## src/common/fmc_apb_pkg.sv

```systemverilog
package fmc_apb_pkg;

	////////////////////////////////////////
	// Bus widths

	// Byte address seen by the APB root bus
	localparam int apb_addr_width = 19;
	localparam int apb_data_width = 32;
	// One strobe per byte lane
	localparam int apb_strb_width = apb_data_width / 8;

	typedef logic [apb_addr_width-1:0] apb_addr_t;
	typedef logic [apb_data_width-1:0] apb_data_t;

	////////////////////////////////////////
	// APB request and response

	// Requester to completers, psel travels separately
	typedef struct packed {
		apb_addr_t                 paddr;
		logic                      pwrite;
		apb_data_t                 pwdata;
		logic [apb_strb_width-1:0] pstrb;
		logic                      penable;
	} apb_req_t;

	// Completer to requester
	typedef struct packed {
		apb_data_t prdata;
		logic      pready;
		// Tied low by every completer here
		logic      pslverr;
	} apb_rsp_t;

	////////////////////////////////////////
	// Bridge FSM states

	typedef enum logic [3:0] {
		// Common path
		st_idle,
		st_addr,
		st_wait,
		// Write data halves
		st_wdata_lo,
		st_wdata_wait,
		st_wdata_hi,
		// Read data halves
		st_rdata_lo,
		st_rdata_hi,
		st_rd_end,
		// Write in flight, wait for deselect
		st_active
	} bridge_state_e;

	////////////////////////////////////////
	// Register bank map

	// Word offsets inside the register region
	typedef enum logic [3:0] {
		reg_id       = 4'd0,
		reg_scratch  = 4'd1,
		reg_wr_count = 4'd2
	} reg_offset_e;

	// ASCII "FMCA"
	localparam apb_data_t reg_id_value = 32'h464d_4341;

endpackage
```

## src/logic/apb_decoder.sv

```systemverilog
`timescale 1ns/10ps

module apb_decoder (
	input  logic                  apb,
	input  logic                  rst_n,

	// Single select from the requester
	input  logic                  psel_any,
	input  fmc_apb_pkg::apb_req_t req,

	// Completer selects
	output logic                  sel_regs,
	output logic                  sel_sram,

	// Completer responses and the merged one
	input  fmc_apb_pkg::apb_rsp_t rsp_regs,
	input  fmc_apb_pkg::apb_rsp_t rsp_sram,
	output fmc_apb_pkg::apb_rsp_t rsp
);

	import fmc_apb_pkg::*;

	// Top address bit picks the region
	localparam int region_bit = apb_addr_width - 1;

	// Region of the open access, taken at setup
	logic region_sram;

	////////////////////////////////////////
	// Select split

	// Low half of the map is the register bank
	assign sel_regs = psel_any & ~req.paddr[region_bit];
	assign sel_sram = psel_any &  req.paddr[region_bit];

	// Latch the region in the setup cycle
	always_ff @(posedge apb) begin
		if (!rst_n) begin
			region_sram <= 1'b0;
		end else if (psel_any && !req.penable) begin
			region_sram <= req.paddr[region_bit];
		end
	end

	////////////////////////////////////////
	// Response mux

	// Zero response outside an access phase
	always_comb begin
		rsp = '0;
		if (psel_any && req.penable) begin
			if (region_sram) begin
				rsp = rsp_sram;
			end else begin
				rsp = rsp_regs;
			end
		end
	end

endmodule

```

## config.mk

```make
export PLATFORM = sky130hd
export DESIGN_NAME = apb_decoder
export DESIGN_NICKNAME = d
export VERILOG_FILES = /design/src/common/fmc_apb_pkg.sv /design/src/logic/apb_decoder.sv
export SDC_FILE = /design/constraint.sdc
export NUM_CORES = 1
export LEC_CHECK = 0
export BUFFER_PORTS_ARGS = -buffer_cell sky130_fd_sc_hd__buf_2
export CAP_MARGIN = 20
export CORE_AREA = 2 2 64 66
export DETAILED_ROUTE_END_ITERATION = 10
export DIE_AREA = 0 0 66 68
export GPL_TIMING_DRIVEN = 0
export HOLD_SLACK_MARGIN = 0.06
export PLACE_DENSITY = 0.66
export RECOVER_POWER = 25
export SKIP_LAST_GASP = 1
export SLEW_MARGIN = 20
export SYNTH_ARGS = -nofsm -noshare
export SYNTH_HDL_FRONTEND = slang
export SYNTH_SLANG_ARGS = --single-unit
export TNS_END_PERCENT = 20
```

## constraint.sdc

```tcl
create_clock -name apb -period 1 [get_ports apb]
set_input_delay 0.15 -clock apb [delete_from_list [all_inputs] [get_ports apb]]
set_output_delay 0.15 -clock apb [all_outputs]
set_load 0.005 [all_outputs]
```

# Word level (Yosys, flattened, before mapping)
# Index checks and enable logic that the tools add are counted.
[totals] output_inout_bits=36 register_bits=1 input_bits=128
[classes] n_reduce_logical=3 n_bitwise=3 n_mux=2
[op_table] op="2-to-1 mux 34 bit" n=2
[op_table] op="bitwise AND 1 bit" n=2
[op_table] op="logical AND 1 bit" n=2
[op_table] op="logical NOT 1 bit" n=1
[op_table] op="inverter 1 bit" n=1

# Depth between registers and ports, before layout
[depth] depth_word=2 mapped_depth=4 depth_no_buf=2

# Least setup slack after synthesis
# No wires, ideal clock.
[synth_timing] path_type="reg2out" startpoint="register region_sram" endpoint="output rsp[10] (netlist name)" required_ns=0.850 path_stages_with_launch=5 slack_ns=0.021 arrival_time_ns=0.829 cell_sequence="dfxtp_1 > buf_6 > buf_12 > mux2i_1 > nor2_1"
[synth_lines] element="from (decl)" line_no="apb_decoder.sv:27" text="logic region_sram;"
[synth_lines] element="from (signal assigned)" line_no="apb_decoder.sv:41" text="region_sram <= req.paddr[region_bit];"
[synth_lines] element="to (decl)" line_no="apb_decoder.sv:18" text="output fmc_apb_pkg::apb_rsp_t rsp"

==> out/qor.yml <==
outcome:
  status: "finished with violations"
  violations: "setup timing"
global_route:
  grt_max_degree: 11
  met3_usage_pct: 0.987
  grt.overflow.total: 0
  grt_pass1_vias: 801
  grtUsageMet2_pct: 18.3
  antenna_found_initial: 0
  grt_pass1_wl_um: 3190
  grt_use_met1_pct: 9.87
  top_usage_layer: "met2"
  track_usage_pct: 8.70
critical_path:
  path_max_fanout: 6
  r2r_slack_ns: 0.14
  cp-end-kind: "output port"
  crit_type: "reg -> out"
  crit_arrival_ns: 1.02
  required_ns: 0.85
  reg2regPathDepth: 4
  critPathLaunchType: "flip-flop"
  r2r-start: "region_sram"
  r2r_end: "region_sram"
placement:
  dp_slack_ns: -0.198
  dp_cells: 241
  dp_hpwl_um: 2030
  place.gp.congestion: 0.680
  port_buffers: 108
routing:
  drc_errors: 0
  vias: 993
  drt_iter0_drc: 11
  routedWlPerCell_um: 10.7
  routed_wl_um: 2670
  ant_nets: 0
  firstDrtPassIters: 4
  viasPerCell: 3.99
yosys:
  synth-async-reset-ratio_pct: 0
  synth_cells: 83
  synth_cell_types: 9
  synth-edff-count: 0
  ys_ff_latch: 1
  synth_ff_type: "dfxtp_1"
  syn_area_um2: 614
  ys_top_cells_by_area: "mux2i_1 57%, nor2_1 21%, buf_12 9.8%, dfxtp_1 3.3%, buf_2 2.4%"
  synth_nets: 211
  yosysTopAreaCellShare_pct: 57.0
  synth-seq-area-share_pct: 3.26
  ys_warn_count: 0
  yosysTopAreaCell: "mux2i_1"
  synth_most_common_cell: "mux2i_1"
  syn_area_per_cell_um2: 7.40
  ys_top_cells_by_count: "35 x mux2i_1, 34 x nor2_1, 3 x buf_12, 3 x buf_2, 3 x nand2_1"
timing:
  final-hold-violation-count: 0
  setup_tns_ns: -4.28
  finalCritPeriodShare_pct: 117
  slew_viol_final: 0
  max_clock_freq_mhz: 852
  finalWorstSetupSlack_ns: -0.174
  max-slew-margin-rel_pct: 85.3
  finalClockSkew_ns: 0
  rsz0062_at_grt: "true"
  min_period_ns: 1.17
  final-setup-viol-count: 34
  hold_ws_ns: 0.407
  worst_pin_slew_ns: 0.221
min_path:
  hold_depth: 3
  hold_class: "in -> reg"
  worstHoldEndpoint: "region_sram"
  min_from: "rst_n"
cts:
  path_clk_slew_ns: 0
  cts_hold_buf: 0
  clkLatencyLatePin_ns: 0
floorplanning:
  io_pins: 164
  die_h_um: 68
  dieArea_um2: 4490
  rows: 23
  die_w_um: 66
  coreArea_um2: 3860
  start_util_pct: 15.9
cells_and_area:
  syn2layout_area_growth_pct: 124
  drive_above_1_share_pct: 64.8
  largest_reg_flops: 1
  final_nets: 329
  reg_top3: "region_sram (1)"
  regMostFlops: "region_sram"
  instances_no_fill: 249
  diodes: 0
job:
  cap_violations: 0
power:
  power_density_nw_per_um2: 388
  design_power_total_mw: 0.535
  peakVddDrop_mv: 0.238
  p_leak_nw: 0.753
cell type report:
type,count,area (µm²)
multi-input cells,75,527
flip-flops and latches,1,23.8
plain buffers,7,95.1
fillers,419,2480
well taps,50,62.6
repair buffers,116,671
power breakdown:
group,switching (mW),internal [mW]
combinational,0.187,0.303
sequential,0.00311,0.0417
clock,0,0
cell families (layout without fill, tap and decap cells):
kind of cell | count (synthesis) | after routing | synth area share [%]
simple gates | 40 | 40 | 25.7
mux | 35 | 35 | 57.0
buf+inv | 7 | 123 | 14.1
flops | 1 | 1 | 3.26
routing by layer:
| metal | routed length, µm | vias up |
|---|---|---|
| met4 | 0 | 0 |
| met1 | 1080 | 400 |
| met2 | 1210 | 78 |
| met5 | 0 | - |
| met3 | 371 | 0 |
| li1 | - | 515 |
what timing repair did:
item / in CTS / in global routing
gates resized for setup: 0 / 9
pin swaps: 0 / 2
buffers inserted: 4 / 0
cloned: 0 / 4
setup endpoints to repair: 34 / 34
endpoints found under the hold margin: 0 / 0
cells in the final DEF (no fill, tap or decap), drive strengths merged:
master / count
buf: 118
mux2i: 35
nor2: 34
clkbuf: 5
nand2: 3
nor2b: 2
and2: 1
dfxtp: 1
worst max-delay path by stage:
stage | depth (start not counted) | end | from | slack (ns)
CTS | 5 | rsp[15] | region_sram | -0.17
detailed placement | 5 | rsp[15] | region_sram | -0.20
global placement | 5 | rsp[7] | region_sram | -0.19
global route | 5 | rsp[8] | region_sram | -0.22
finish | 5 | rsp[8] | region_sram | -0.17
floorplan | 4 | rsp[10] | region_sram | 0.02
worst max-delay path, stage by stage (launching register included):
cell and delay (ns):
dfxtp_4 0.34, buf_12 0.14, buf_12 0.13, mux2i_2 0.14, nor2_1 0.14, buf_2 0.13
per-stage QoR:
stage / area, µm² / utilization, %
6_report: 1380 / 35.8
5_1_grt: 1380 / 35.8
4_1_cts: 1250 / 32.3
3_5_place_dp: 1220 / 31.6
3_3_place_gp: 1220 / 31.6
2_1_floorplan: 614 / -
Power figures use the tool's default switching activity.
