$ cat config.mk
export PLATFORM = sky130hd
export DESIGN_NAME = apb_reg_bank
export DESIGN_NICKNAME = d
export VERILOG_FILES = /design/src/common/fmc_apb_pkg.sv /design/src/logic/apb_reg_bank.sv
export SDC_FILE = /design/constraint.sdc
export NUM_CORES = 1
export LEC_CHECK = 0
export BUFFER_PORTS_ARGS = -buffer_cell sky130_fd_sc_hd__buf_2
export CAP_MARGIN = 20
export CELL_PAD_IN_SITES_DETAIL_PLACEMENT = 1
export CELL_PAD_IN_SITES_GLOBAL_PLACEMENT = 2
export CORE_MARGIN = 5
export CORE_UTILIZATION = 29
export CTS_CLUSTER_SIZE = 28
export DETAILED_ROUTE_END_ITERATION = 6
export PLACE_DENSITY = 0.88
export SLEW_MARGIN = 25
export SYNTH_ARGS = -nofsm -noshare
export SYNTH_HDL_FRONTEND = slang
export SYNTH_SLANG_ARGS = --single-unit
$ cat constraint.sdc
create_clock -name apb -period 2.69 [get_ports apb]
set_input_delay 0.1345 -clock apb [delete_from_list [all_inputs] [get_ports apb]]
set_output_delay 0.1345 -clock apb [all_outputs]
set_load 0.01 [all_outputs]
$ cat src/common/fmc_apb_pkg.sv
package fmc_apb_pkg;

	////////////////////////////////////////
	// Bus widths

	// Byte address seen by the APB root bus
	localparam int apb_addr_width = 19;
	localparam int apb_data_width = 32;
	// One strobe per byte lane
	localparam int apb_strb_width = apb_data_width / 8;

	typedef logic [apb_addr_width-1:0] apb_addr_t;
	typedef logic [apb_data_width-1:0] apb_data_t;

	////////////////////////////////////////
	// APB request and response

	// Requester to completers, psel travels separately
	typedef struct packed {
		apb_addr_t                 paddr;
		logic                      pwrite;
		apb_data_t                 pwdata;
		logic [apb_strb_width-1:0] pstrb;
		logic                      penable;
	} apb_req_t;

	// Completer to requester
	typedef struct packed {
		apb_data_t prdata;
		logic      pready;
		// Tied low by every completer here
		logic      pslverr;
	} apb_rsp_t;

	////////////////////////////////////////
	// Bridge FSM states

	typedef enum logic [3:0] {
		// Common path
		st_idle,
		st_addr,
		st_wait,
		// Write data halves
		st_wdata_lo,
		st_wdata_wait,
		st_wdata_hi,
		// Read data halves
		st_rdata_lo,
		st_rdata_hi,
		st_rd_end,
		// Write in flight, wait for deselect
		st_active
	} bridge_state_e;

	////////////////////////////////////////
	// Register bank map

	// Word offsets inside the register region
	typedef enum logic [3:0] {
		reg_id       = 4'd0,
		reg_scratch  = 4'd1,
		reg_wr_count = 4'd2
	} reg_offset_e;

	// ASCII "FMCA"
	localparam apb_data_t reg_id_value = 32'h464d_4341;

endpackage
$ cat src/logic/apb_reg_bank.sv
`timescale 1ns/10ps

module apb_reg_bank (
	input  logic                  apb,
	input  logic                  rst_n,

	// APB completer port
	input  logic                  sel,
	input  fmc_apb_pkg::apb_req_t req,
	output fmc_apb_pkg::apb_rsp_t rsp
);

	import fmc_apb_pkg::*;

	reg_offset_e offset;
	// Offset lies inside the 16-word register window
	logic        hit;
	logic        wr_en;
	apb_data_t   rd_data;

	apb_data_t   scratch;
	apb_data_t   wr_count;

	////////////////////////////////////////
	// Decode

	assign offset = reg_offset_e'(req.paddr[5:2]);
	// Bits above the window must be clear, bit 18 is the region
	assign hit    = (req.paddr[apb_addr_width-2:6] == '0);

	// Zero wait states, access completes in its first cycle
	assign wr_en  = sel & req.penable & req.pwrite;

	////////////////////////////////////////
	// Registers

	always_ff @(posedge apb) begin
		if (!rst_n) begin
			scratch  <= '0;
			wr_count <= '0;
		end else if (wr_en) begin
			// Every completed write counts, even one to the counter itself
			wr_count <= wr_count + 32'd1;
			if (hit && offset == reg_scratch) begin
				for (int i = 0; i < apb_strb_width; i++) begin
					if (req.pstrb[i]) begin
						scratch[8*i +: 8] <= req.pwdata[8*i +: 8];
					end
				end
			end
		end
	end

	////////////////////////////////////////
	// Read mux

	always_comb begin
		rd_data = '0;
		if (hit) begin
			case (offset)
				reg_id:       rd_data = reg_id_value;
				reg_scratch:  rd_data = scratch;
				reg_wr_count: rd_data = wr_count;
				// Holes read zero
				default:      rd_data = '0;
			endcase
		end
	end

	always_comb begin
		rsp.prdata  = rd_data;
		rsp.pready  = sel & req.penable;
		rsp.pslverr = 1'b0;
	end

endmodule

After elaboration in Yosys (flattened, before gate mapping)
Index checks and enable logic that the tools add are counted.

Flip-flop bits (word level): 64. Word-level logic and storage cells: 19. Output and inout bits: 34. Input bits: 60.

Add/subtract/negate cells: 1. Reduce and logical (&&, ||, !) cells: 7. Bitwise logic cells: 2. Mux-type cells: 2. Equality and inequality tests: 2.

Operators by type and width (number): one-hot mux 32 bit (3 select lines) (1); adder 32 x 1 -> 32 bit (second input constant) (1); 2-to-1 mux 32 bit (1); logical NOT 12 bit (1); AND reduction 3 bit (4); == test 4 x 1 -> 1 bit (second input constant) (1); == test 4 x 2 -> 1 bit (second input constant) (1); logical NOT 4 bit (1); bitwise AND 1 bit (2); logical AND 1 bit (1).

Depth between registers and ports, before layout
Depth in word-level cells: 3. Depth in mapped cells: 7. Depth with buffers taken out: 5.

Worst setup path after synthesis
No wires, ideal clock.

Path kind: reg2reg. Start: reg wr_count[0]. End: reg wr_count[12]. Arrival: 1.856 ns. Stages on the path, launching flop included: 7. Required time: 2.620 ns. Path buffers: 1. Setup time: 0.070 ns. Setup slack: 0.764 ns. Period minus slack after synthesis: 1.926 ns. Cell sequence: dfxtp_1 ha_1 nand3_1 or3_1 clkbuf_2 or4_2 a21oi_1.

Longest elaborated chain between the ends: 1.

Ends and longest elaborated chain: from (decl) (RTL line apb_reg_bank.sv:22) `apb_data_t wr_count;`; from (signal assigned) (RTL line apb_reg_bank.sv:43) `wr_count <= wr_count + 32'd1;`; adder 32 x 1 -> 32 bit (RTL line apb_reg_bank.sv:43).

No other way between the ends. A chain may end at the register's enable or synchronous reset.

Worst setup path in the final report
Start: reg wr_count[4]. End: reg wr_count[29].

Same word-level chain as after synthesis.

==> metrics.md <==
| Metric | Value |
|---|---|
| Vias in the first global route | 3,795 |
| Yosys warnings | 0 |
| Reg clk slew, reported paths | around 0.06 ns |
| Sw frac | 0.233 |
| Syn_nets | 498 |
| GRT Util Overall | 0.169 |
| Diode count | 0 |
| Total power | 2.23 mW |
| Pwr dens | about 530 nW/um^2 |
| Clk sinks | between 60 and 70 |
| Yosys reg bits | 64 |
| Cell Int Power | roughly 1.7 mW |
| Max frequency | roughly 430 MHz |
| Die X | 117 microns |
| Status | finished clean |
| Routed length per instance | between 15 and 20 microns |
| Row count | 39 |
| Startpoint class of the critical path | register |
| Longest Clk Path Bufs | 2 |
| Largest net degree at the start of global routing | a little over 60 |
| Mapped Avg Cell Area | around 7.6 sq um |
| Layout Utilization | 0.368 |
| Final period util | 0.859 |
| Clk pwr share | 0.518 |
| Remaining Overflow, GRT | 0 |
| CP required | between 2 and 3 ns |
| TritonCTS Buffers | 9 |
| Largest cells by area after synthesis | dfxtp_1 (38%), a21oi_1 (12%), nand4_1 (7.3%), o21ai_0 (5.7%), a22oi_1 (4.5%) |
| Register share of total power | 0.426 |
| Area leader, netlist | dfxtp_1 |
| Area grow syn2layout | 25.4% |
| Worst-Margin Slew | approximately 0.70 ns |
| FFs w/ async S/R, synth | 0 |
| ANT nets after route | 0 |
| RD Place Congestion | slightly below 0.8 |
| Min Hold Slack | roughly 0.060 ns |
| Post-synth EDFFs | 0 |
| CTS Hold Bufs | 0 |
| Final setup viols | 0 |
| Synth cell count leaders | a21oi_1 (78), dfxtp_1 (64), nand4_1 (39), nor2_1 (39), o21ai_0 (38) |
| I/O Buffers | about 90 |
| RSZ-0062 raised after global routing | no |
| Max-slew violations | 0 |
| Die ar. | between 10,000 and 15,000 sq um |
| Ports | 94 |
| # Max-Cap Violations | 0 |
| Crit Path Category | reg -> reg |
| Maximum VDD drop | approximately 0.27 mV |
| Root buf cell | clkbuf_16 |
| CTS resizes | 0 |
| Routed vias | around 3,600 |
| Logic pwr share | 0.056 |
| Setup tns final | 0 ns |
| Cell count after synthesis | around 440 |
| Count of cell types in the netlist | 37 |
| Lkg Pwr | ~1.4 nW |
| Placed inst area | around 4000 sq um |
| H-tree lvl count | 3 |
| DP HPWL | approximately 8.2 mm |
| Clk_lat worst skew | ~0.33 ns |
| CTS tree | yes |
| Critical path data arrival time | ~2.6 ns |
| DRT iter0 DRCs | around 170 |
| Initial antenna violation count | 0 |
| Post-synth top area share | 0.384 |
| Drt first pass iters | 4 |
| Vias per cell | between 5 and 6 |
| Post-synthesis instance area | between 3000 and 4000 sq um |
| Worst setup EP type | register |
| Critical Path Fanout Max | 22 |
| P_sw | a little over 500 uW |
| Chip Height | between 100 and 150 microns |
| Sequential share of the synthesized area | 0.384 |
| Initial core utilization | 0.293 |
| Share of cells above drive strength 1 | 0.240 |
| Post-synth top flop | dfxtp_1 |
| First-pass GRT wire length | between 15 and 20 mm |
| Design area | around 4200 sq um |
| Nets@finish | approximately 570 |
| Post-CTS Setup Repair Bufs | 0 |
| Cell with the most instances after synthesis | a21oi_1 |
| Final hold violations | 0 |
| Clk_skew | approximately 0.011 ns |
| Core box area | 11,400 sq um |
| Max-slew headroom | 0.533 |
| DRT Wirelength | around 11 mm |
| Post-route minimum period | approximately 2.3 ns |
| Worst min-delay path class | in -> reg |
| Drt drc | 0 |
power by group through the flow:
stage	sequential [mW]	combinational [mW]	clock, mW
detailed placement	0.971	0.126	0
floorplan	0.971	0.0557	0
finish	0.951	0.125	1.15
CTS	0.951	0.126	1.18
global placement	0.971	0.123	0
global route	0.950	0.138	1.23
state kept, by name, summed over array words and instances (netlist names):
| signal | cells |
|---|---|
| wr_count | 32 |
| scratch | 32 |
worst max-delay path: stages (launching register included):
cell and delay [ns]:
dfxtp_1 0.42, nand4_1 0.17, or4_1 0.85, or4_1 0.61, a21oi_1 0.19
per-stage QoR:
step / instances / setup WS (ns)
after floorplan: 437 / 0.764
after global placement: 640 / 0.455
after detailed placement: 640 / 0.374
after CTS: 656 / 0.361
after global routing: 656 / 0.240
final: 656 / 0.380
cells by family (layout without fill, tap and decap cells):
group	count (synthesis)	after routing	synth area share
DFF	64	64	0.384
buffers and inverters	58	134	0.0780
xor gates and xnor gates	7	7	0.0184
other	1	1	0.00112
and+or+nand+nor	151	151	0.251
adders and majority gates	1	1	0.00375
muxes	3	3	0.00900
AOI/OAI and AO/OA	152	152	0.255
layout make-up:
| cell class | instances | area, sq um |
|---|---|---|
| Clock inverter | 7 | 72.6 |
| Fill cell | 1417 | 7190 |
| Multi-Input combinational cell | 315 | 1820 |
| Tap cell | 143 | 179 |
| Sequential cell | 64 | 1280 |
| Inverter | 18 | 67.6 |
| Timing Repair Buffer | 100 | 541 |
| Clock buffer | 9 | 225 |
path summary, 6_finish.rpt:
| kind | startpoint | end | slack [ns] | cells past startpoint |
|---|---|---|---|---|
| max | wr_count[4] | wr_count[29] | 0.38 | 4 |
| min | req[35] | scratch[30] | 0.06 | 3 |
| max reg2reg | wr_count[4] | wr_count[29] | 0.38 | 4 |
| min reg2reg | scratch[29] | scratch[29] | 0.48 | 2 |
metal layers:
metal / share of wire / vias to the layer above / GRT usage
li1: - / 1762 / -
met1: 0.46 / 1766 / 0.223
met2: 0.49 / 68 / 0.287
met3: 0.040 / 10 / 0.0308
met4: 0.010 / 0 / 0.0405
met5: 0 / - / 0
placed cells by master, fill, tap and decap left out, types with 2 or more instances in the layout:
master / synthesis / final
buf_2: 4 / 89
a21oi_1: 78 / 78
dfxtp_1: 64 / 64
nand4_1: 39 / 39
nor2_1: 39 / 39
o21ai_0: 38 / 38
a22oi_1: 20 / 20
nand2_1: 19 / 19
inv_1: 17 / 17
or4_1: 16 / 16
o31ai_1: 15 / 15
buf_4: 2 / 10
nand3_1: 9 / 9
clkbuf_16: 0 / 9
nor4_1: 8 / 7
or3_1: 7 / 7
xnor2_1: 6 / 6
and4_1: 3 / 3
mux2i_1: 3 / 3
nor3_1: 2 / 2
clkinvlp_4: 0 / 2
clkinv_4: 0 / 2
clkinv_2: 0 / 2
(Power assumes the default switching activity.)
